[src/wb_consts.svh]
/*
  Size constants for the write-buffered cache bank data path.
  Included by the package and by every module that sizes logic from them.
*/

`ifndef WB_CONSTS_SVH
`define WB_CONSTS_SVH

// byte address into the bank.
`define WB_ADDR_W   10
`define WB_DATA_W   32
`define WB_MASK_W   4
`define WB_WORDS    256

// low address bits that pick a byte inside a word.
`define WB_OFFSET_W 2

`endif

[src/wb_pkg.sv]
/*
  Shared types for the store path.
  Modules and the testbench refer to these by scoped name.
*/

`include "wb_consts.svh"

package wb_pkg;

  // ##############################
  // plain vectors

  typedef logic [`WB_ADDR_W-1:0]              addr_t;
  typedef logic [`WB_ADDR_W-`WB_OFFSET_W-1:0] word_addr_t;
  typedef logic [`WB_DATA_W-1:0]              data_t;
  typedef logic [`WB_MASK_W-1:0]              mask_t;

  // ##############################
  // bundles

  // one store as it travels from the store port to the array.
  typedef struct packed {
    addr_t addr;
    data_t data;
    mask_t mask;
  } store_entry_t;

  // buffered bytes found for a load; mask bits mark the bytes that override the array.
  typedef struct packed {
    data_t data;
    mask_t mask;
  } bypass_t;

endpackage
[src/load_merge.sv]
/*
  Result stage for loads. It owns the load handshake and one result slot,
  and overlays the buffered store bytes on the word read from the array.
*/

`timescale 1ns/1ps

`include "wb_consts.svh"

module load_merge (
  input  logic            clk_i,
  input  logic            reset_i,

  input  logic            load_valid_i,
  output logic            load_ready_o,
  output logic            load_fire_o,

  input  wb_pkg::bypass_t bypass_i,
  input  wb_pkg::data_t   rd_data_i,

  output logic            result_valid_o,
  input  logic            result_ready_i,
  output wb_pkg::data_t   result_data_o
);

  // ##############################
  // handshake

  // a new load may enter while the current result leaves.
  assign load_ready_o = ~result_valid_o | result_ready_i;
  assign load_fire_o  = load_valid_i & load_ready_o;

  always_ff @(posedge clk_i) begin
    if (reset_i) begin
      result_valid_o <= 1'b0;
    end else if (load_fire_o) begin
      result_valid_o <= 1'b1;
    end else if (result_ready_i) begin
      result_valid_o <= 1'b0;
    end
  end

  // ##############################
  // byte merge

  // both inputs are registers that only move on a load fire.
  always_comb begin
    for (int b = 0; b < `WB_MASK_W; b++) begin
      if (bypass_i.mask[b]) begin
        result_data_o[8*b +: 8] = bypass_i.data[8*b +: 8];
      end else begin
        result_data_o[8*b +: 8] = rd_data_i[8*b +: 8];
      end
    end
  end

endmodule

[config.mk]
export PLATFORM = sky130hd
export DESIGN_NAME = load_merge
export DESIGN_NICKNAME = d
export VERILOG_FILES = /design/src/wb_pkg.sv /design/src/load_merge.sv
export VERILOG_INCLUDE_DIRS = /design/src
export SDC_FILE = /design/constraint.sdc
export NUM_CORES = 1
export LEC_CHECK = 0
export ABC_AREA = 1
export BUFFER_PORTS_ARGS = -buffer_cell sky130_fd_sc_hd__buf_4
export CAP_MARGIN = 20
export CORE_ASPECT_RATIO = 0.75
export CORE_MARGIN = 4
export CORE_UTILIZATION = 25
export CTS_BUF_LIST = sky130_fd_sc_hd__clkbuf_16
export DETAILED_ROUTE_END_ITERATION = 16
export GPL_TIMING_DRIVEN = 0
export PLACE_DENSITY = 0.85
export SETUP_SLACK_MARGIN = 0.1
export SYNTH_ARGS = -nofsm -noshare
export SYNTH_HDL_FRONTEND = slang
export SYNTH_SLANG_ARGS = --single-unit
export TNS_END_PERCENT = 20
[constraint.sdc]
create_clock -name clk_i -period 1.1 [get_ports clk_i]
set_input_delay 0.11 -clock clk_i [delete_from_list [all_inputs] [get_ports clk_i]]
set_output_delay 0.11 -clock clk_i [all_outputs]
set_load 0.1 [all_outputs]
# Word level (Yosys, flattened, before mapping)

Index checks and enable logic that the tools add are counted.

Bitwise logic cells: 3
Mux-type cells: 6
Reductions and logical operators: 1

Operator list:

| operator           | count |
|---|---|
| 2-to-1 mux 8 bit   | 4 |
| 2-to-1 mux 1 bit   | 2 |
| nonzero test 2 bit | 1 |
| AND 1 bit          | 1 |
| inverter 1 bit     | 1 |
| OR 1 bit           | 1 |

Input bits: 72
Output and inout port bits: 35
Flip-flop bits (word level): 1
Logic and storage cells: 11

# Depth between registers and ports, before layout

Gate-level depths: netlist of the first run.

Depth after elaboration: 4
Gate-level depth with buffers: 3
Depth with buffers taken out: 3

# Worst setup path after synthesis of the first run

Ideal clock, no wire load.

Path kind: input-to-output
Start point: input port bypass_i[1] in the netlist's numbering
End point: output port result_data_o[13]
Data required time: 0.990 ns
Buffers on the path: 1
Slack: -1.356 ns
Data arrival time: 2.346 ns
Stages on the path: 2
Cell sequence: buf_6 -> o21ai_0

Longest elaborated chain between the ends: 1

RTL lines:

| what             | RTL line         | text |
|---|---|---|
| start, declared  | load_merge.sv:18 | `input wb_pkg::bypass_t bypass_i,` |
| 2-to-1 mux 8 bit | load_merge.sv:49 | `if (bypass_i.mask[b]) begin` |
| end, declared    | load_merge.sv:23 | `output wb_pkg::data_t result_data_o` |

No other way between the ends.

# Worst setup path after layout of the first run

Start point: input port bypass_i[2] in the netlist's numbering
End point: output port result_data_o[16]

The elaborated chain is that of the path after synthesis.

==> results.toml, run 1 <==
[status]
status = "completed"

[critical_path]
timing.critical_path.from_type = "primary input"
worstSetupPathType = "primary input to primary output"
r2r_start = "result_valid_o$_SDFFE_PP0P_"
arrival_ps = 890
reg2reg_slack_ps = 510
ff2ff_path_depth = 2
critPathCaptureType = "primary output"
critPathMaxFanout = 10
required_ps = 990
worstReg2RegEnd = "result_valid_o$_SDFFE_PP0P_"

[finish]
reg.largest.list = "result_valid_o x1"
layout_commonest_cell = "buf_4"
largest_reg_flops = 1
final_cell_mix = "buf_4 (103), inv_1 (34), nand2_1 (32), o21ai_2 (32), buf_6 (7)"
drive_gt1_share_pct = 68.4
synthToLayoutAreaGrowth_pct = 201
diodes = 0
final_area_um2 = 1460
regMostFlops = "result_valid_o"
nNetsFinal = 286
fin_util_pct = 81.8

[clock_tree]
clk_pin_slew_ps = 0
clkLatencyLatePin_ps = 0
postCtsHoldBufs = 0
cts.repair.resized = 0
post_cts_buffers = 0

[yosys]
avgSynthCellArea_um2 = 4.59
ys_seq_elements = 1
yosys_warnings = 0
synth_cells = 106
synth.distinct_cells = 7
yosysSeqAreaShare_pct = 4.11
syn_area_um2 = 487
synth.net_count = 178

[sta]
hold_slack_ps = 256
fmax_mhz = 1000
finalCritPeriodShare_pct = 90.9
skew_ps = 0
tightest_slew_ps = 286
setup_violations = 0
finalCriticalPeriod_ps = 999
slew_viol_final = 0
final-hold-violation-count = 0
slew_headroom_pct = 81.1
finalSetupTns_ps = 0
rsz0062_at_grt = "yes"

[global_routing]
grt_max_degree = 11
grt-ovfl-total = 0
grt_pass1_vias = 1019
antenna_found_initial = 0
grt_first_pass_wirelength_mm = 3.97
track_usage_pct = 18.2

[worst_hold_path]
min-delay-start = "reset_i"
hold_path.class = "primary input to flop"
holdPathEnd = "result_valid_o$_SDFFE_PP0P_"
worstHoldPathCells = 2

[power_and_ir_drop]
powerDensity_nw_per_um2 = 924
irDropWorstVdd_uv = 698
p_leak_nw = 0.900

[place]
hpwl_mm = 2.50
place_area_um2 = 1450
gp_congestion = 0.816
portBuffers = 106

[run]
drv_cap = 0

[floorplan]
dieArea_um2 = 2720
rows = 13
die_x_um = 59.0
start_util_pct = 27.2
die_y_um = 46.2
coreArea_um2 = 1790
io_pins = 107

[routing]
vias_per_cell = 4.37
routed_wl_mm = 2.79
initialDrtViolationCount = 52
vias = 1023
routedWlPerCell_um = 11.9
firstDrtPassIters = 4
route.detailed.drc = 0
drtAntennaViolNets = 0
-- how the worst max path moves through the flow --
stage | from | endpoint | slack (ps) | cells after the start
5_1_grt | bypass_i[2] | result_data_o[16] | 70 | 5
2_1_floorplan | bypass_i[1] | result_data_o[13] | -70 | 2
3_3_place_gp | bypass_i[1] | result_data_o[11] | 150 | 5
3_5_place_dp | bypass_i[0] | result_data_o[6] | 120 | 5
4_1_cts | bypass_i[0] | result_data_o[6] | 120 | 5
6_report | bypass_i[2] | result_data_o[16] | 100 | 5
-- through the flow --
step | std cells | worst slack (ps) | power [mW]
after detailed placement | 234 | 118 | 1.35
after floorplan | 106 | -70.1 | 0.957
final | 234 | 101 | 1.35
after CTS | 234 | 117 | 1.35
after global routing | 234 | 68.9 | 1.40
after global placement | 234 | 147 | 1.33
-- synthesized netlist by cell type (all sizes together) --
cell / instances / area share (%)
nand2: 33 / 25
dfxtp: 1 / 4.1
inv: 34 / 26
buf: 4 / 9.3
a21oi: 2 / 2.1
o21ai: 32 / 33
-- power breakdown --
| group | leakage (nW) | internal, mW | switching (mW) |
|---|---|---|---|
| sequential | 0.00891 | 0.0389 | 0.00413 |
| combinational | 0.891 | 0.372 | 0.937 |
| clock | 0 | 0 | 0 |
-- worst max-delay path, cell delays in order --
cell and delay, ps:
buf_4 150, buf_6 160, nand2_1 90, o21ai_2 70, buf_4 300
-- metal layers --
layer / wire (um) / share of wire, % / vias up / track usage, %
met5: 0 / 0 / - / 0
met4: 14 / 0.50 / 0 / 2.71
met3: 229 / 8.2 / 2 / 2.52
met2: 1630 / 59 / 50 / 40.5
met1: 912 / 33 / 434 / 17.7
li1: - / - / 537 / -
-- final cells by class --
type,count,area (um2)
Timing Repair Buffer,106,807
Multi-Input combinational cell,67,433
Fill cell,128,325
Inverter,34,128
Buffer,4,45.0
Tap cell,22,27.5
Sequential cell,1,23.8
-- cells by family after synthesis --
family / after synthesis / share of synthesized area, %
flip-flops: 1 / 4.11
AND/OR/NAND/NOR: 33 / 25.5
buffers and inverters: 38 / 35.5
AO/OA/AOI/OAI: 34 / 35.0
Power figures use the tool's default switching activity.
==> inputs of run 2 (changes only) <==
--- a/config.mk
+++ b/config.mk
@@ -10,12 +10,12 @@
 export BUFFER_PORTS_ARGS = -buffer_cell sky130_fd_sc_hd__buf_4
 export CAP_MARGIN = 20
 export CORE_ASPECT_RATIO = 0.75
-export CORE_MARGIN = 4
-export CORE_UTILIZATION = 25
+export CORE_UTILIZATION = 23
 export CTS_BUF_LIST = sky130_fd_sc_hd__clkbuf_16
 export DETAILED_ROUTE_END_ITERATION = 16
 export GPL_TIMING_DRIVEN = 0
-export PLACE_DENSITY = 0.85
+export HOLD_SLACK_MARGIN = 0.15
+export PLACE_DENSITY = 0.79
 export SETUP_SLACK_MARGIN = 0.1
 export SYNTH_ARGS = -nofsm -noshare
 export SYNTH_HDL_FRONTEND = slang
==> constraint.sdc (replaced) <==
create_clock -name clk_i -period 1 [get_ports clk_i]
set_input_delay 0.1 -clock clk_i [delete_from_list [all_inputs] [get_ports clk_i]]
set_output_delay 0.1 -clock clk_i [all_outputs]
set_load 0.1 [all_outputs]
==> run 2 against run 1 <==
  * Core utilization increased by 9.0 points
  * Register-to-register slack got worse by 120 ps
  * Combinational power increased by 30%
  * Power increased by 29%
  * Critical path depth unchanged
  * Cell count increased by 1.3%
  * Flip-flop and latch count unchanged
  * First-iteration DRC count decreased by 65%
  * Setup slack got worse by 11 ps
  * Sequential power increased by 11%
  * Critical path type unchanged
  * Cell area increased by 24%
  * Global-route usage increased by 2.8 points
==> results.toml, run 2 (synthesis results as in run 1) <==
[status]
status = "completed"

[clock_tree]
postCtsHoldBufs = 0
clkLatencyLatePin_ps = 0
post_cts_buffers = 0
clk_pin_slew_ps = 0

[sta]
slew_viol_final = 0
final-hold-violation-count = 0
finalCritPeriodShare_pct = 91.1
fmax_mhz = 1100
skew_ps = 0
tightest_slew_ps = 283
rsz0062_at_grt = "yes"
finalCriticalPeriod_ps = 911
finalSetupTns_ps = 0
slew_headroom_pct = 81.3
setup_violations = 0

[place]
gp_congestion = 0.801
portBuffers = 106
place_area_um2 = 1460
hpwl_mm = 2.17

[global_routing]
grt_first_pass_wirelength_mm = 3.70
grt_pass1_vias = 941
grt-ovfl-total = 0
antenna_found_initial = 0
grt_max_degree = 11
track_usage_pct = 21.0

[finish]
layout_commonest_cell = "buf_4"
diodes = 0
final_cell_mix = "buf_4 (72), inv_1 (34), nand2_1 (32)"
synthToLayoutAreaGrowth_pct = 272
fillers = 89
nNetsFinal = 287
final_area_um2 = 1810
reg.largest.list = "result_valid_o x1"
drive_gt1_share_pct = 68.5
largest_reg_flops = 1
regMostFlops = "result_valid_o"

[critical_path]
arrival_ps = 810
required_ps = 900
timing.critical_path.from_type = "primary input"
worstSetupPathType = "primary input to primary output"
reg2reg_slack_ps = 390
critPathMaxFanout = 10
critPathCaptureType = "primary output"

[floorplan]
io_pins = 107
rows = 14
die_y_um = 41.8
start_util_pct = 24.4
coreArea_um2 = 2000
die_x_um = 55.1
dieArea_um2 = 2310

[worst_hold_path]
hold_path.class = "primary input to flop"

[routing]
routed_wl_mm = 3.38
firstDrtPassIters = 4
drtAntennaViolNets = 0
initialDrtViolationCount = 18
vias_per_cell = 4.58
route.detailed.drc = 0
vias = 1085
routedWlPerCell_um = 14.3

[power_and_ir_drop]
p_leak_nw = 1.02
fin_total_pwr_mw = 1.75
powerDensity_nw_per_um2 = 965
irDropWorstVdd_uv = 751

[run]
drv_cap = 0
run 2: cell types whose count changed in the layout (fill, tap and decap cells not counted), sizes merged:
cell    delta
clkbuf     +1
run 2: final cells by class:
class,count,area [um2],area share (%)
plain buffers,4,56.3,3.11
inverters,34,128,7.04
multi-input cells,67,455,25.1
flip-flops and latches,1,23.8,1.31
well taps,24,30.0,1.66
repair buffers,107,1120,61.8
run 2: path summary, 6_finish.rpt:
| check | from | endpoint | depth (start not counted) |
|---|---|---|---|
| setup / recovery | bypass_i[0] | result_data_o[3] | 5 |
| hold / removal | reset_i | result_valid_o$_SDFFE_PP0P_ | 2 |
| setup reg to reg | result_valid_o$_SDFFE_PP0P_ | result_valid_o$_SDFFE_PP0P_ | 2 |
| hold reg to reg | result_valid_o$_SDFFE_PP0P_ | result_valid_o$_SDFFE_PP0P_ | 2 |
run 2: per-layer routing:
layer  track usage, %  routed length (um)  vias to the layer above
li1                 -                   -                      536
met1             20.0                1100                      491
met2             43.6                1960                       52
met3             3.66                 253                        6
met4             3.50                  66                        0
met5                0                   0                        -
run 2: power breakdown:
| group | leakage (nW) | switching (mW) | internal [mW] |
|---|---|---|---|
| registers | 0.00891 | 0.00493 | 0.0427 |
| clock network | 0 | 0 | 0 |
| logic | 1.01 | 1.10 | 0.604 |
| total | 1.02 | 1.10 | 0.646 |
run 2: worst max-delay path: stages:
cell and delay (ps):
buf_4 160, buf_8 150, nand2_1 80, o21ai_2 100
buf_12 210
run 2: what timing repair did:
action / CTS / global route
cloned: 0 / 1
endpoints found under the setup margin: 32 / 32
gates resized for setup: 8 / 73
pin swaps: 0 / 1
run 2: metrics by stage:
stage,cells,hold slack (ps),util [%],setup slack (ps)
final,237,251,90.8,89.4
after global routing,237,253,90.8,51.8
after CTS,236,251,74.4,59.4
after detailed placement,236,251,72.9,50.4
after global placement,236,245,72.9,54.1
after floorplan,106,159,-,-150
