`src/wb_consts.svh`:
```
/*
  Size constants for the write-buffered cache bank data path.
  Included by the package and by every module that sizes logic from them.
*/

`ifndef WB_CONSTS_SVH
`define WB_CONSTS_SVH

// byte address into the bank.
`define WB_ADDR_W   10
`define WB_DATA_W   32
`define WB_MASK_W   4
`define WB_WORDS    256

// low address bits that pick a byte inside a word.
`define WB_OFFSET_W 2

`endif

```
`src/wb_pkg.sv`:
```
/*
  Shared types for the store path.
  Modules and the testbench refer to these by scoped name.
*/

`include "wb_consts.svh"

package wb_pkg;

  // ##############################
  // plain vectors

  typedef logic [`WB_ADDR_W-1:0]              addr_t;
  typedef logic [`WB_ADDR_W-`WB_OFFSET_W-1:0] word_addr_t;
  typedef logic [`WB_DATA_W-1:0]              data_t;
  typedef logic [`WB_MASK_W-1:0]              mask_t;

  // ##############################
  // bundles

  // one store as it travels from the store port to the array.
  typedef struct packed {
    addr_t addr;
    data_t data;
    mask_t mask;
  } store_entry_t;

  // buffered bytes found for a load; mask bits mark the bytes that override the array.
  typedef struct packed {
    data_t data;
    mask_t mask;
  } bypass_t;

endpackage
```
`src/store_buffer.sv`:
```
/*
  Two-entry store buffer. Accepted stores wait here until the array port is free,
  while loads look the entries up so they see bytes not yet written to the array.
*/

`timescale 1ns/1ps

`include "wb_consts.svh"

module store_buffer (
  input  logic                 clk_i,
  input  logic                 reset_i,

  input  logic                 store_valid_i,
  input  wb_pkg::store_entry_t store_entry_i,
  output logic                 store_ready_o,

  output logic                 drain_valid_o,
  output wb_pkg::store_entry_t drain_entry_o,
  input  logic                 drain_yumi_i,

  input  logic                 lookup_v_i,
  input  wb_pkg::addr_t        lookup_addr_i,
  output wb_pkg::bypass_t      bypass_o
);

  // ##############################
  // queue

  wb_pkg::store_entry_t head_q;
  wb_pkg::store_entry_t tail_q;
  logic                 head_v_q;
  logic                 tail_v_q;
  logic                 store_fire;

  // the tail only fills behind a valid head, so a valid tail means the buffer is full.
  assign store_ready_o = ~tail_v_q;
  assign store_fire    = store_valid_i & store_ready_o;

  assign drain_valid_o = head_v_q;
  assign drain_entry_o = head_q;

  always_ff @(posedge clk_i) begin
    if (reset_i) begin
      head_v_q <= 1'b0;
      tail_v_q <= 1'b0;
    end else if (drain_yumi_i) begin
      // a full buffer takes no store, so after a drain at most one entry is left.
      head_v_q <= tail_v_q | store_fire;
      tail_v_q <= 1'b0;
    end else if (store_fire) begin
      head_v_q <= 1'b1;
      tail_v_q <= head_v_q;
    end
  end

  always_ff @(posedge clk_i) begin
    if (drain_yumi_i) begin
      head_q <= tail_v_q ? tail_q : store_entry_i;
    end else if (store_fire && !head_v_q) begin
      head_q <= store_entry_i;
    end

    if (store_fire && head_v_q && !drain_yumi_i) begin
      tail_q <= store_entry_i;
    end
  end

  // ##############################
  // load bypass

  wb_pkg::word_addr_t lookup_word;
  logic               hit_head;
  logic               hit_tail;
  logic               hit_in;
  wb_pkg::mask_t      sel_head;
  wb_pkg::mask_t      sel_tail;
  wb_pkg::mask_t      sel_in;
  wb_pkg::bypass_t    bypass_n;

  function automatic wb_pkg::word_addr_t word_of(wb_pkg::addr_t addr);
    return addr[`WB_ADDR_W-1:`WB_OFFSET_W];
  endfunction

  assign lookup_word = word_of(lookup_addr_i);

  // a store transferring this cycle counts as well.
  assign hit_head = head_v_q && (word_of(head_q.addr) == lookup_word);
  assign hit_tail = tail_v_q && (word_of(tail_q.addr) == lookup_word);
  assign hit_in   = store_fire && (word_of(store_entry_i.addr) == lookup_word);

  assign sel_head = hit_head ? head_q.mask : '0;
  assign sel_tail = hit_tail ? tail_q.mask : '0;
  assign sel_in   = hit_in ? store_entry_i.mask : '0;

  // newest store wins each byte: incoming, then tail, then head.
  always_comb begin
    bypass_n.mask = sel_head | sel_tail | sel_in;
    for (int b = 0; b < `WB_MASK_W; b++) begin
      if (sel_in[b]) begin
        bypass_n.data[8*b +: 8] = store_entry_i.data[8*b +: 8];
      end else if (sel_tail[b]) begin
        bypass_n.data[8*b +: 8] = tail_q.data[8*b +: 8];
      end else begin
        bypass_n.data[8*b +: 8] = head_q.data[8*b +: 8];
      end
    end
  end

  // held until the next load, which keeps a stalled result stable.
  always_ff @(posedge clk_i) begin
    if (reset_i) begin
      bypass_o <= '0;
    end else if (lookup_v_i) begin
      bypass_o <= bypass_n;
    end
  end

endmodule

```
`config.mk`:
```
export PLATFORM = sky130hd
export DESIGN_NAME = store_buffer
export DESIGN_NICKNAME = d
export VERILOG_FILES = /design/src/wb_pkg.sv /design/src/store_buffer.sv
export VERILOG_INCLUDE_DIRS = /design/src
export SDC_FILE = /design/constraint.sdc
export NUM_CORES = 1
export LEC_CHECK = 0
export ABC_AREA = 1
export BUFFER_PORTS_ARGS = -buffer_cell sky130_fd_sc_hd__clkbuf_2
export CORE_ASPECT_RATIO = 0.7
export CORE_MARGIN = 2
export CORE_UTILIZATION = 54
export CTS_CLUSTER_DIAMETER = 30
export DETAILED_ROUTE_END_ITERATION = 7
export GPL_ROUTABILITY_DRIVEN = 0
export MAX_ROUTING_LAYER = met4
export PLACE_DENSITY = 0.8
export SYNTH_ARGS = -nofsm -noshare
export SYNTH_HDL_FRONTEND = slang
export SYNTH_SLANG_ARGS = --single-unit
```
`constraint.sdc`:
```
create_clock -name clk_i -period 6 [get_ports clk_i]
set_clock_uncertainty 0.1 [all_clocks]
set_input_delay 1.2 -clock clk_i [delete_from_list [all_inputs] [get_ports clk_i]]
set_output_delay 1.2 -clock clk_i [all_outputs]
set_load 0.03 [all_outputs]
```
Word level (Yosys, flattened, before mapping)
Index checks and enable logic that the tools add are counted.
Widths: inputs -> output; s select.
Storage, ports and cells
  output and inout port bits: 84
  logic and storage cells: 45
  bits of input ports: 61
  register bits: 130
Operators by class
  bitwise operators: 5
  equal/unequal tests: 3
  muxes and demuxes: 16
  reduce and logical (&&, ||, !) cells: 11
Operators by type and width (number)
  $mux 46: 3
  $mux 8: 8
  $eq 8x8->1: 3
  $mux 4: 3
  $or 4x4->4: 2
  $logic_and 1x1->1: 6
  $reduce_bool 2->1: 2
  $logic_not 1->1: 2
  $mux 1: 2
  $reduce_or 2->1: 1
  $and 1x1->1: 1
  $not 1->1: 1
  $or 1x1->1: 1

Longest topological paths before layout
Gate-level depths: netlist of the first run.
  depth after elaboration: 5
  depth in mapped cells: 12

Least setup slack after synthesis of the first run
Ideal clock, no wire load.
  kind: input-to-reg
  from: input port store_valid_i
  to: register head_q (netlist bit drain_entry_o[0]) (enable)
  required time: 5387 ps
  stages: 2
  arrival: 4567 ps
  library setup time: 513 ps
  buffers on the path: 0
  path slack: 820 ps
  cell sequence: nand2_1 -> o21ai_0
Between the ends
  word-level cells in the longest chain between the ends: 3
RTL lines
  start, declared: RTL line store_buffer.sv:14  | input logic store_valid_i,
  $and 1x1->1: RTL line store_buffer.sv:38  | assign store_fire = store_valid_i & store_ready_o;
  $logic_and 1x1->1: RTL line store_buffer.sv:60  | end else if (store_fire && !head_v_q) begin
  $reduce_bool 2->1 (no line)
  end signal, assigned: RTL line store_buffer.sv:59  | head_q <= tail_v_q ? tail_q : store_entry_i;
  end signal, assigned: RTL line store_buffer.sv:61  | head_q <= store_entry_i;
  end, declared: RTL line store_buffer.sv:30  | wb_pkg::store_entry_t head_q;
No other way between the ends.
A chain may end at the register's enable or synchronous reset.

Worst setup path in the final report of the first run
  from: input port store_valid_i
  to: register bypass_o[28] (netlist name)
Between the ends
  word-level cells in the longest chain between the ends: 4
RTL lines
  $and 1x1->1: RTL line store_buffer.sv:38
  $logic_and 1x1->1: RTL line store_buffer.sv:90  | assign hit_in = store_fire && (word_of(store_entry_i.addr) == lookup_word);
  $mux 4: RTL line store_buffer.sv:94  | assign sel_in = hit_in ? store_entry_i.mask : '0;
  $mux 8: RTL line store_buffer.sv:100  | if (sel_in[b]) begin
  end signal, assigned: RTL line store_buffer.sv:115  | bypass_o <= bypass_n;
  end, declared: RTL line store_buffer.sv:24  | output wb_pkg::bypass_t bypass_o
No other way between the ends.

==> flow_metrics.tcl, run 1 <==
set metrics [dict create \
    synth_top_family_by_area "simple AND/OR/NAND/NOR gates" \
    synth_simple_gate_area_frac 0.248 \
    rrSetupSlack_ns 3.29 \
    areaGrowthSynthToFinish_pct 21.3 \
    fp-row-count 33 \
    post-route-drc-count 0 \
    whs_path_depth 2 \
    vias 5587 \
    die-area_um2 12700 \
    ys_seq_area_frac 0.553 \
    hold_viol 0 \
    highest_layer "met4" \
    finalSetupViolCount 0 \
    synth_cell_types 30 \
    r2r-start "tail_v_q" \
    synth_area_leader_cell "edfxtp_1" \
    yosysWarningCount 0 \
    power.leakage_nw 3.55 \
    cpPeakStageDelay_ns 0.81 \
    routedWlPerCell_um 16.8 \
    firstDrtPassIters 5 \
    clock-sinks 130 \
    die_w_um 134 \
    wl_met3_um 1780 \
    fin_cells 1007 \
    drtAntennaViolNets 0 \
    clockBufferDepth 2 \
    grt_pass1_wl_um 26900 \
    max_slew_margin 0.263 \
    cp.required_ns 6.24 \
    synthFlopType "edfxtp_1" \
    grt_max_degree 46 \
    worst_setup_path_end_kind "register" \
    arrival_ns 3.40 \
    antenna_found_initial 0 \
    synth-edff-count 92 \
    worst_slew_pin_slew_ns 1.10 \
    start_util 0.549 \
    cts_made_buffers 17 \
    p_sw_frac 0.264 \
    async_reset_ff_frac 0 \
    synth_mux_area_frac 0.0124 \
    cts_tree "yes" \
    fin_crit_ns 3.16 \
    critPathMaxFanout 36 \
    critPathKind "in -> reg" \
    core_um2 11600 \
    postSynthCellCount 710 \
    period_share 0.527 \
    dp.cells 975 \
    worstRegToRegCells 9 \
    synth_fa_ha_area_frac 0 \
    cts-root-buf "clkbuf_16" \
    clkLatencyLatePin_ns 0.41 \
    ir_drop_mv 0.201 \
    synth_compound_gate_area_share 0.0882 \
    via_per_inst 5.55 \
    synthXorXnorAreaFrac 0.00825 \
    p_comb_frac 0.128 \
    drv_slew 0 \
    final_layout_size_suffix_gt1_frac 0.276 \
    h-tree-depth 4 \
    r2r_end "bypass_o[28]" \
    status "finished clean" \
    syn_area_per_cell_um2 8.97 \
    grt_setup_unrepaired "false" \
    portBuffers 142 \
    drt-met1-wl_um 6880 \
    total_power_mw 2.38 \
    synth_top_area_frac 0.434 \
    design.portCount 145 \
    cts_resized 0 \
    fmax_mhz 316 \
    grt-ovfl-total 0 \
    p_clk_frac 0.432 \
    whs_endpoint "bypass_o[35]" \
    dr.first_iter.drc_count 546 \
    sequentialPowerShare 0.440 \
    power.density_nw_per_um2 309 \
    p_sw_mw 0.630 \
    cts_hold_buffers 0 \
    grt_pass1_vias 5472 \
    finalNetCount 898 \
    hold_path.startpoint "bypass_o[35]" \
    clk_pin_slew_ns 0.06 \
    crit_slowest_cell "nor2_4" \
    synth_seq_cells 130 \
    wl_met2_um 8110 \
    max_cap_viol_count 0 \
    antenna_cells 0 \
    synth.area.top_cells "edfxtp_1, dfxtp_1, nand2_1" \
    hpwl_um 10900 \
    fin_setup_tns_ns 0 \
    synth_nets 771 \
    internal_power_mw 1.75 \
    post_cts_buffers 0 \
    setup.worst_path.start_class "input port" \
    grt_usage 0.284 \
    syn-cell-area_um2 6370 \
    hp-class "reg -> reg" \
    crit_chain "clkbuf_2, nand2_1, nor2_1, nand3_1, nor2_4, nand3_2, nand3_1, nand2_1, a21oi_2" \
    drt-total-wl_um 16900 \
    die_height_um 94.9 \
]
per-stage QoR:
stage                     setup WS, ns  instance area (um^2)  hold WS [ns]   util
after floorplan                  0.820                  6370         0.425      -
after global placement            2.54                  7150         0.354  0.616
after detailed placement          2.48                  7150         0.367  0.616
after CTS                         2.91                  7720         0.376  0.666
after global routing              2.69                  7720         0.389  0.666
final                             2.84                  7720         0.373  0.666
synthesized netlist by cell type, drive strengths merged (7+ instances only):
master  count
a21oi      65
mux2        7
nand2     175
nand4      64
nand3      48
nor2       47
dfxtp      38
edfxtp     92
inv        99
buf        22
o21ai      17
clkbuf     19
how the worst max path moves through the flow:
stage | from | end | slack, ns | depth (start not counted)
after global placement | lookup_addr_i[7] | bypass_o[12] | 2.54 | 10
after floorplan | store_valid_i | drain_entry_o[0] | 0.82 | 2
after detailed placement | lookup_addr_i[3] | bypass_o[22] | 2.48 | 12
after CTS | lookup_addr_i[3] | bypass_o[22] | 2.91 | 12
final | store_valid_i | bypass_o[28] | 2.84 | 9
after global routing | lookup_addr_i[3] | bypass_o[26] | 2.69 | 12
layer usage:
layer  track usage  vias to the layer above
met3        0.0773                       18
met2         0.466                      303
met1         0.348                     2612
met5             -                        -
li1              -                     2654
met4        0.0860                        0
logic make-up (layout without fill, tap and decap cells):
family / Yosys count / in the layout
buffers and inverters: 140 / 280
AND/OR/NAND/NOR: 339 / 339
multiplexers: 7 / 7
XOR/XNOR: 6 / 6
AO/OA/AOI/OAI: 88 / 88
flip-flops: 130 / 130
power by group through the flow:
stage / sequential [mW] / combinational [mW] / clock [mW]
floorplan: 1.14 / 0.122 / 0
global placement: 1.06 / 0.296 / 0
detailed placement: 1.07 / 0.303 / 0
CTS: 1.05 / 0.305 / 1.04
global route: 1.05 / 0.330 / 1.08
finish: 1.05 / 0.305 / 1.03
placed cells by master (no fill, tap or decap), types with 7 or more instances in the layout:
master     Yosys  routed
nand3_2        8       8
clkbuf_2       0     142
nand2_1      173     172
o21ai_0       16      15
a21oi_2       30      30
clkbuf_16      0      17
edfxtp_1      92      92
buf_4          3       7
nand3_1       40      40
inv_1         95      95
dfxtp_1       38      38
a21oi_1       35      35
nand4_1       64      64
mux2_2         7       7
nor2_1        44      44
cell type report:
type,instances,area [um^2]
clock inverters,11,138
repair buffers,149,763
inverters,99,372
fillers,906,3880
clock buffers,21,440
flip-flops and latches,130,3520
well taps,157,196
multi-input cells,440,2290
sequential cells by signal, indices dropped and copies added, names as in the netlist:
signal	count
tail_q	46
drain_entry_o	46
bypass_o	36
drain_valid_o	1
tail_v_q	1
critical path: cells and delay by family:
kind	cells	cell delay [ns]
AOI/OAI and AO/OA	1	0.13
buffers and inverters	1	0.08
and+or+nand+nor	7	1.97
Power figures use the tool's default switching activity.
==> inputs of run 2 (changes only) <==
- ABC_AREA: 1 -> 0
- CORE_UTILIZATION: 54 -> 52
- PLACE_DENSITY: 0.8 -> 0.79
- clock period: 6 -> 3.1 ns (I/O delays scaled with it)
==> flow_metrics.tcl, run 2 <==
set metrics [dict create \
    die-area_um2 11300 \
    crit_chain "clkinvlp_2, a222oi_1, nand4_1, buf_4, mux2i_1, o21ai_1" \
    sequentialPowerShare 0.432 \
    via_per_inst 5.99 \
    fin_cells 665 \
    synth_nets 428 \
    power.density_nw_per_um2 669 \
    start_util 0.531 \
    synth-edff-count 92 \
    synthTopCellsByCount "edfxtp_1, mux2_2, dfxtp_1" \
    firstDrtPassIters 5 \
    cpPeakStageDelay_ns 0.71 \
    synth_area_leader_cell "edfxtp_1" \
    dp.cells 633 \
    drv_slew 0 \
    synth_top_area_frac 0.506 \
    fmax_mhz 469 \
    antenna_cells 0 \
    async_reset_ff_frac 0 \
    synth.area.top_cells "edfxtp_1, dfxtp_1, mux2_2" \
    synth_most_common_cell "edfxtp_1" \
    fin_setup_tns_ns 0 \
    grt_usage 0.255 \
    die_height_um 89.7 \
    grt_pass1_vias 4041 \
    clk_pin_slew_ns 0.06 \
    cts_made_buffers 17 \
    worst_slew_pin_slew_ns 0.790 \
    grt_setup_unrepaired "false" \
    routedWlPerCell_um 20.7 \
    postSynthCellCount 367 \
    period_share 0.688 \
    r2r-start "tail_q[42]" \
    hold_path.startpoint "store_entry_i[37]" \
    vias 3981 \
    crit_buf_inv 2 \
    finalNetCount 581 \
    core_um2 10300 \
    layout_commonest_cell "clkbuf_2" \
    yosysWarningCount 0 \
    cp_top_family "compound AO/OA/AOI/OAI gates" \
    max_slew_margin 0.473 \
    cts_hold_buffers 0 \
    finalSetupViolCount 0 \
    hp-class "in -> reg" \
    fin_crit_ns 2.13 \
    clock-sinks 130 \
    fin_hold_ws_ns 0.298 \
    max_cap_viol_count 0 \
    p_comb_frac 0.107 \
    post-route-drc-count 0 \
    critPathMaxFanout 9 \
    drtAntennaViolNets 0 \
    status "finished clean" \
    fp-row-count 31 \
    grt-ovfl-total 0 \
    antenna_found_initial 0 \
    grt_max_degree 33 \
    areaGrowthSynthToFinish_pct 28.2 \
    ir_drop_mv 0.386 \
    critPathKind "reg -> reg" \
    drt-total-wl_um 13800 \
    h-tree-depth 4 \
    dr.first_iter.drc_count 334 \
    internal_power_mw 3.55 \
    power.leakage_nw 2.93 \
    clkLatencyLatePin_ns 0.41 \
    cts_tree "yes" \
    final_cell_mix "clkbuf_2, edfxtp_1, mux2_2, dfxtp_1" \
    post_cts_buffers 0 \
    design.portCount 145 \
    p_clk_frac 0.461 \
    die_w_um 126 \
    syn_area_per_cell_um2 14.9 \
    clockBufferDepth 2 \
    setup.worst_path.start_class "register" \
    hpwl_um 9230 \
    cp.required_ns 3.29 \
    fillers 751 \
    total_power_mw 4.68 \
    p_sw_frac 0.241 \
    portBuffers 142 \
    synth_seq_cells 130 \
    arrival_ns 2.32 \
    synth_cell_types 36 \
    cts-root-buf "clkbuf_16" \
    final_layout_size_suffix_gt1_frac 0.458 \
    syn-cell-area_um2 5460 \
    hold_viol 0 \
    startpoint "tail_q[42]" \
    crit_slowest_cell "a222oi_1" \
    synthFlopType "edfxtp_1" \
    p_sw_mw 1.13 \
    ys_seq_area_frac 0.646 \
    cts_resized 0 \
    grt_pass1_wl_um 21600 \
    worst_setup_path_end_kind "register" \
]
## run 2: cell count changes in the layout (fill, tap and decap cells not counted), moves of 13 or more
cell	before	now
a21oi_1	35	1
a21oi_2	30	0
a32oi_1	0	32
inv_1	95	2
mux2_2	7	44
mux2i_1	0	32
nand2_1	172	4
nand3_1	40	3
nand4_1	64	6
nor2_1	44	2
o21ai_0	15	2
o21ai_1	1	32
xnor2_1	2	16
## run 2: power by group through the flow
stage,combinational [mW],sequential [mW],clock [mW]
after floorplan,0.150,2.21,0
after global placement,0.486,2.05,0
after detailed placement,0.499,2.06,0
after CTS,0.502,2.02,2.19
after global routing,0.531,2.03,2.27
final,0.500,2.02,2.16
## run 2: metrics by stage
stage	util	worst slack, ns	instance area (um^2)
floorplan	-	0.598	5460
detailed placement	0.619	0.705	6360
CTS	0.681	1.02	7000
global route	0.681	0.824	7000
global placement	0.619	0.762	6360
finish	0.681	0.966	7000
## run 2: cells by family after synthesis
group / Yosys count / synth area share
multiplexers: 76 / 0.149
AND/OR/NAND/NOR: 31 / 0.0346
buffers and inverters: 24 / 0.0234
XOR/XNOR: 21 / 0.0337
AO/OA/AOI/OAI: 85 / 0.113
flip-flops: 130 / 0.646
## run 2: cell type report
cell class,instances,area (um^2),area share
Clock inverter,14,211,0.0302
Multi-Input combinational cell,213,1840,0.263
Sequential cell,130,3520,0.503
Inverter,4,16.3,0.00232
Clock buffer,18,429,0.0613
Timing Repair Buffer,154,813,0.116
Tap cell,132,165,0.0236
## run 2: worst paths after layout
path	end	slack, ns	cells past startpoint
setup / recovery	bypass_o[4]	0.97	6
hold / removal	tail_q[37]	0.30	1
setup reg to reg	bypass_o[4]	0.97	6
hold reg to reg	bypass_o[27]	0.38	2
## run 2: per-layer routing
layer	vias up	wire length, um	track usage
met1	1973	6100	0.351
met2	214	6300	0.369
met5	-	0	-
li1	1774	-	-
met4	0	213	0.0833
met3	20	1160	0.0702
==> inputs of run 3 (changes only) <==
- clock period: 3.1 -> 2.2 ns (I/O delays scaled with it)
==> flow_metrics.tcl, run 3 (same netlist as run 2, synthesis figures left out) <==
set metrics [dict create \
    status "finished clean" \
    sequentialPowerShare 0.425 \
    routedWlPerCell_um 20.2 \
    rrSetupSlack_ns 0.36 \
    fmax_mhz 545 \
    cts-root-buf "clkbuf_16" \
    cp.required_ns 2.38 \
    fillers 710 \
    grt_pass1_wl_um 21300 \
    critPathMaxFanout 9 \
    grt_max_degree 45 \
    start_util 0.531 \
    die_w_um 126 \
    vias 3958 \
    final_layout_size_suffix_gt1_frac 0.466 \
    p_comb_frac 0.106 \
    dp.cells 639 \
    cts_tree "yes" \
    fp-row-count 31 \
    die_height_um 89.7 \
    cts_resized 0 \
    clk_pin_slew_ns 0.06 \
    internal_power_mw 5.11 \
    areaGrowthSynthToFinish_pct 30.0 \
    via_per_inst 5.90 \
    gr-usage-met1 0.356 \
    drtAntennaViolNets 0 \
    grt_setup_unrepaired "false" \
    antenna_found_initial 0 \
    finalNetCount 587 \
    whs_path_depth 1 \
    clock-sinks 130 \
    p_clk_frac 0.469 \
    firstDrtPassIters 5 \
    final_cell_mix "clkbuf_2, edfxtp_1, mux2_2, dfxtp_1" \
    critPathKind "reg -> reg" \
    grt_pass1_vias 3931 \
    fin_cells 671 \
    worst_slew_pin_slew_ns 0.443 \
    total_power_mw 6.71 \
    power.leakage_nw 2.98 \
    ir_drop_mv 0.562 \
    core_um2 10300 \
    fin_crit_ns 1.84 \
    period_share 0.835 \
    grt_usage 0.252 \
    p_sw_mw 1.60 \
    clkLatencyLatePin_ns 0.41 \
    fin_area_um2 7100 \
    r2r-start "tail_q[42]" \
    place_area_um2 6430 \
    worst_setup_path_end_kind "register" \
    hp-class "in -> reg" \
    arrival_ns 2.02 \
    die-area_um2 11300 \
    busiest_layer "met2" \
    multi_input_area_um2 1840 \
    clockBufferDepth 2 \
    max_cap_viol_count 0 \
    portBuffers 142 \
    worstRegToRegCells 7 \
    layout_commonest_cell "clkbuf_2" \
    use_met2 0.357 \
    post-route-drc-count 0 \
    whs_endpoint "tail_q[37]" \
    antenna_cells 0 \
    r2r_end "bypass_o[28]" \
    gr-usage-met3 0.0673 \
    hpwl_um 8910 \
    finalSetupViolCount 0 \
    dr.first_iter.drc_count 362 \
    utilization 0.690 \
    drv_slew 0 \
    p_sw_frac 0.238 \
    cts_hold_buffers 0 \
    h-tree-depth 4 \
    drt-total-wl_um 13600 \
    max_slew_margin 0.704 \
    power.density_nw_per_um2 946 \
    regArea_um2 3520 \
    hold_path.startpoint "store_entry_i[37]" \
    hold_viol 0 \
    grt-ovfl-total 0 \
    setup.worst_path.start_class "register" \
    post_cts_buffers 0 \
    design.portCount 145 \
    cts_made_buffers 17 \
]
## run 3: changes by cell type in the layout (fill, tap and decap cells not counted)
cell	delta
clkbuf_8	+3
buf_4	+4
buf_12	+2
clkinv_2	-2
clkbuf_1	-1
## run 3: cell type report
class / count / area share
clock buffer: 20 / 0.0658
clock inverter: 12 / 0.0284
inverter: 4 / 0.00229
multi-input combinational: 213 / 0.259
sequential: 130 / 0.497
tap: 132 / 0.0233
timing repair buffer: 160 / 0.124
## run 3: worst max path at each step
stage	startpoint	endpoint	cells after the start
after detailed placement	lookup_addr_i[8]	bypass_o[23]	7
after CTS	tail_q[42]	bypass_o[28]	7
after global placement	lookup_addr_i[8]	bypass_o[17]	7
after global routing	tail_q[42]	bypass_o[28]	7
after floorplan	tail_v_q	drain_entry_o[0]	3
final	tail_q[42]	bypass_o[28]	7
## run 3: per-stage QoR
step	TNS [ns]	setup WS, ns	hold WS (ns)
final	0	0.364	0.123
after global routing	0	0.187	0.111
after CTS	0	0.372	0.110
after detailed placement	0	0.149	0.360
after global placement	0	0.218	0.352
after floorplan	-24.42	-0.271	0.404
## run 3: metal layers
layer / up-vias / share of wire / wire, um
met5: - / 0 / 0
met4: 0 / 0.012 / 163
met3: 15 / 0.077 / 1050
met2: 186 / 0.45 / 6100
met1: 1976 / 0.46 / 6270
li1: 1781 / - / -
## run 3: critical path, cell delays in order (launching register included)
cell	delay (ns)
edfxtp_1	0.38
clkinvlp_2	0.13
a222oi_1	0.31
buf_4	0.19
nand4_1	0.09
buf_4	0.22
mux2i_1	0.19
o21ai_1	0.09
## run 3: power by group through the flow
stage | clock network (mW) | registers, mW | logic, mW
3_3_place_gp | 0 | 2.89 | 0.696
3_5_place_dp | 0 | 2.90 | 0.712
4_1_cts | 3.18 | 2.85 | 0.717
5_1_grt | 3.29 | 2.86 | 0.757
6_report | 3.15 | 2.85 | 0.714
2_1_floorplan | 0 | 3.11 | 0.212
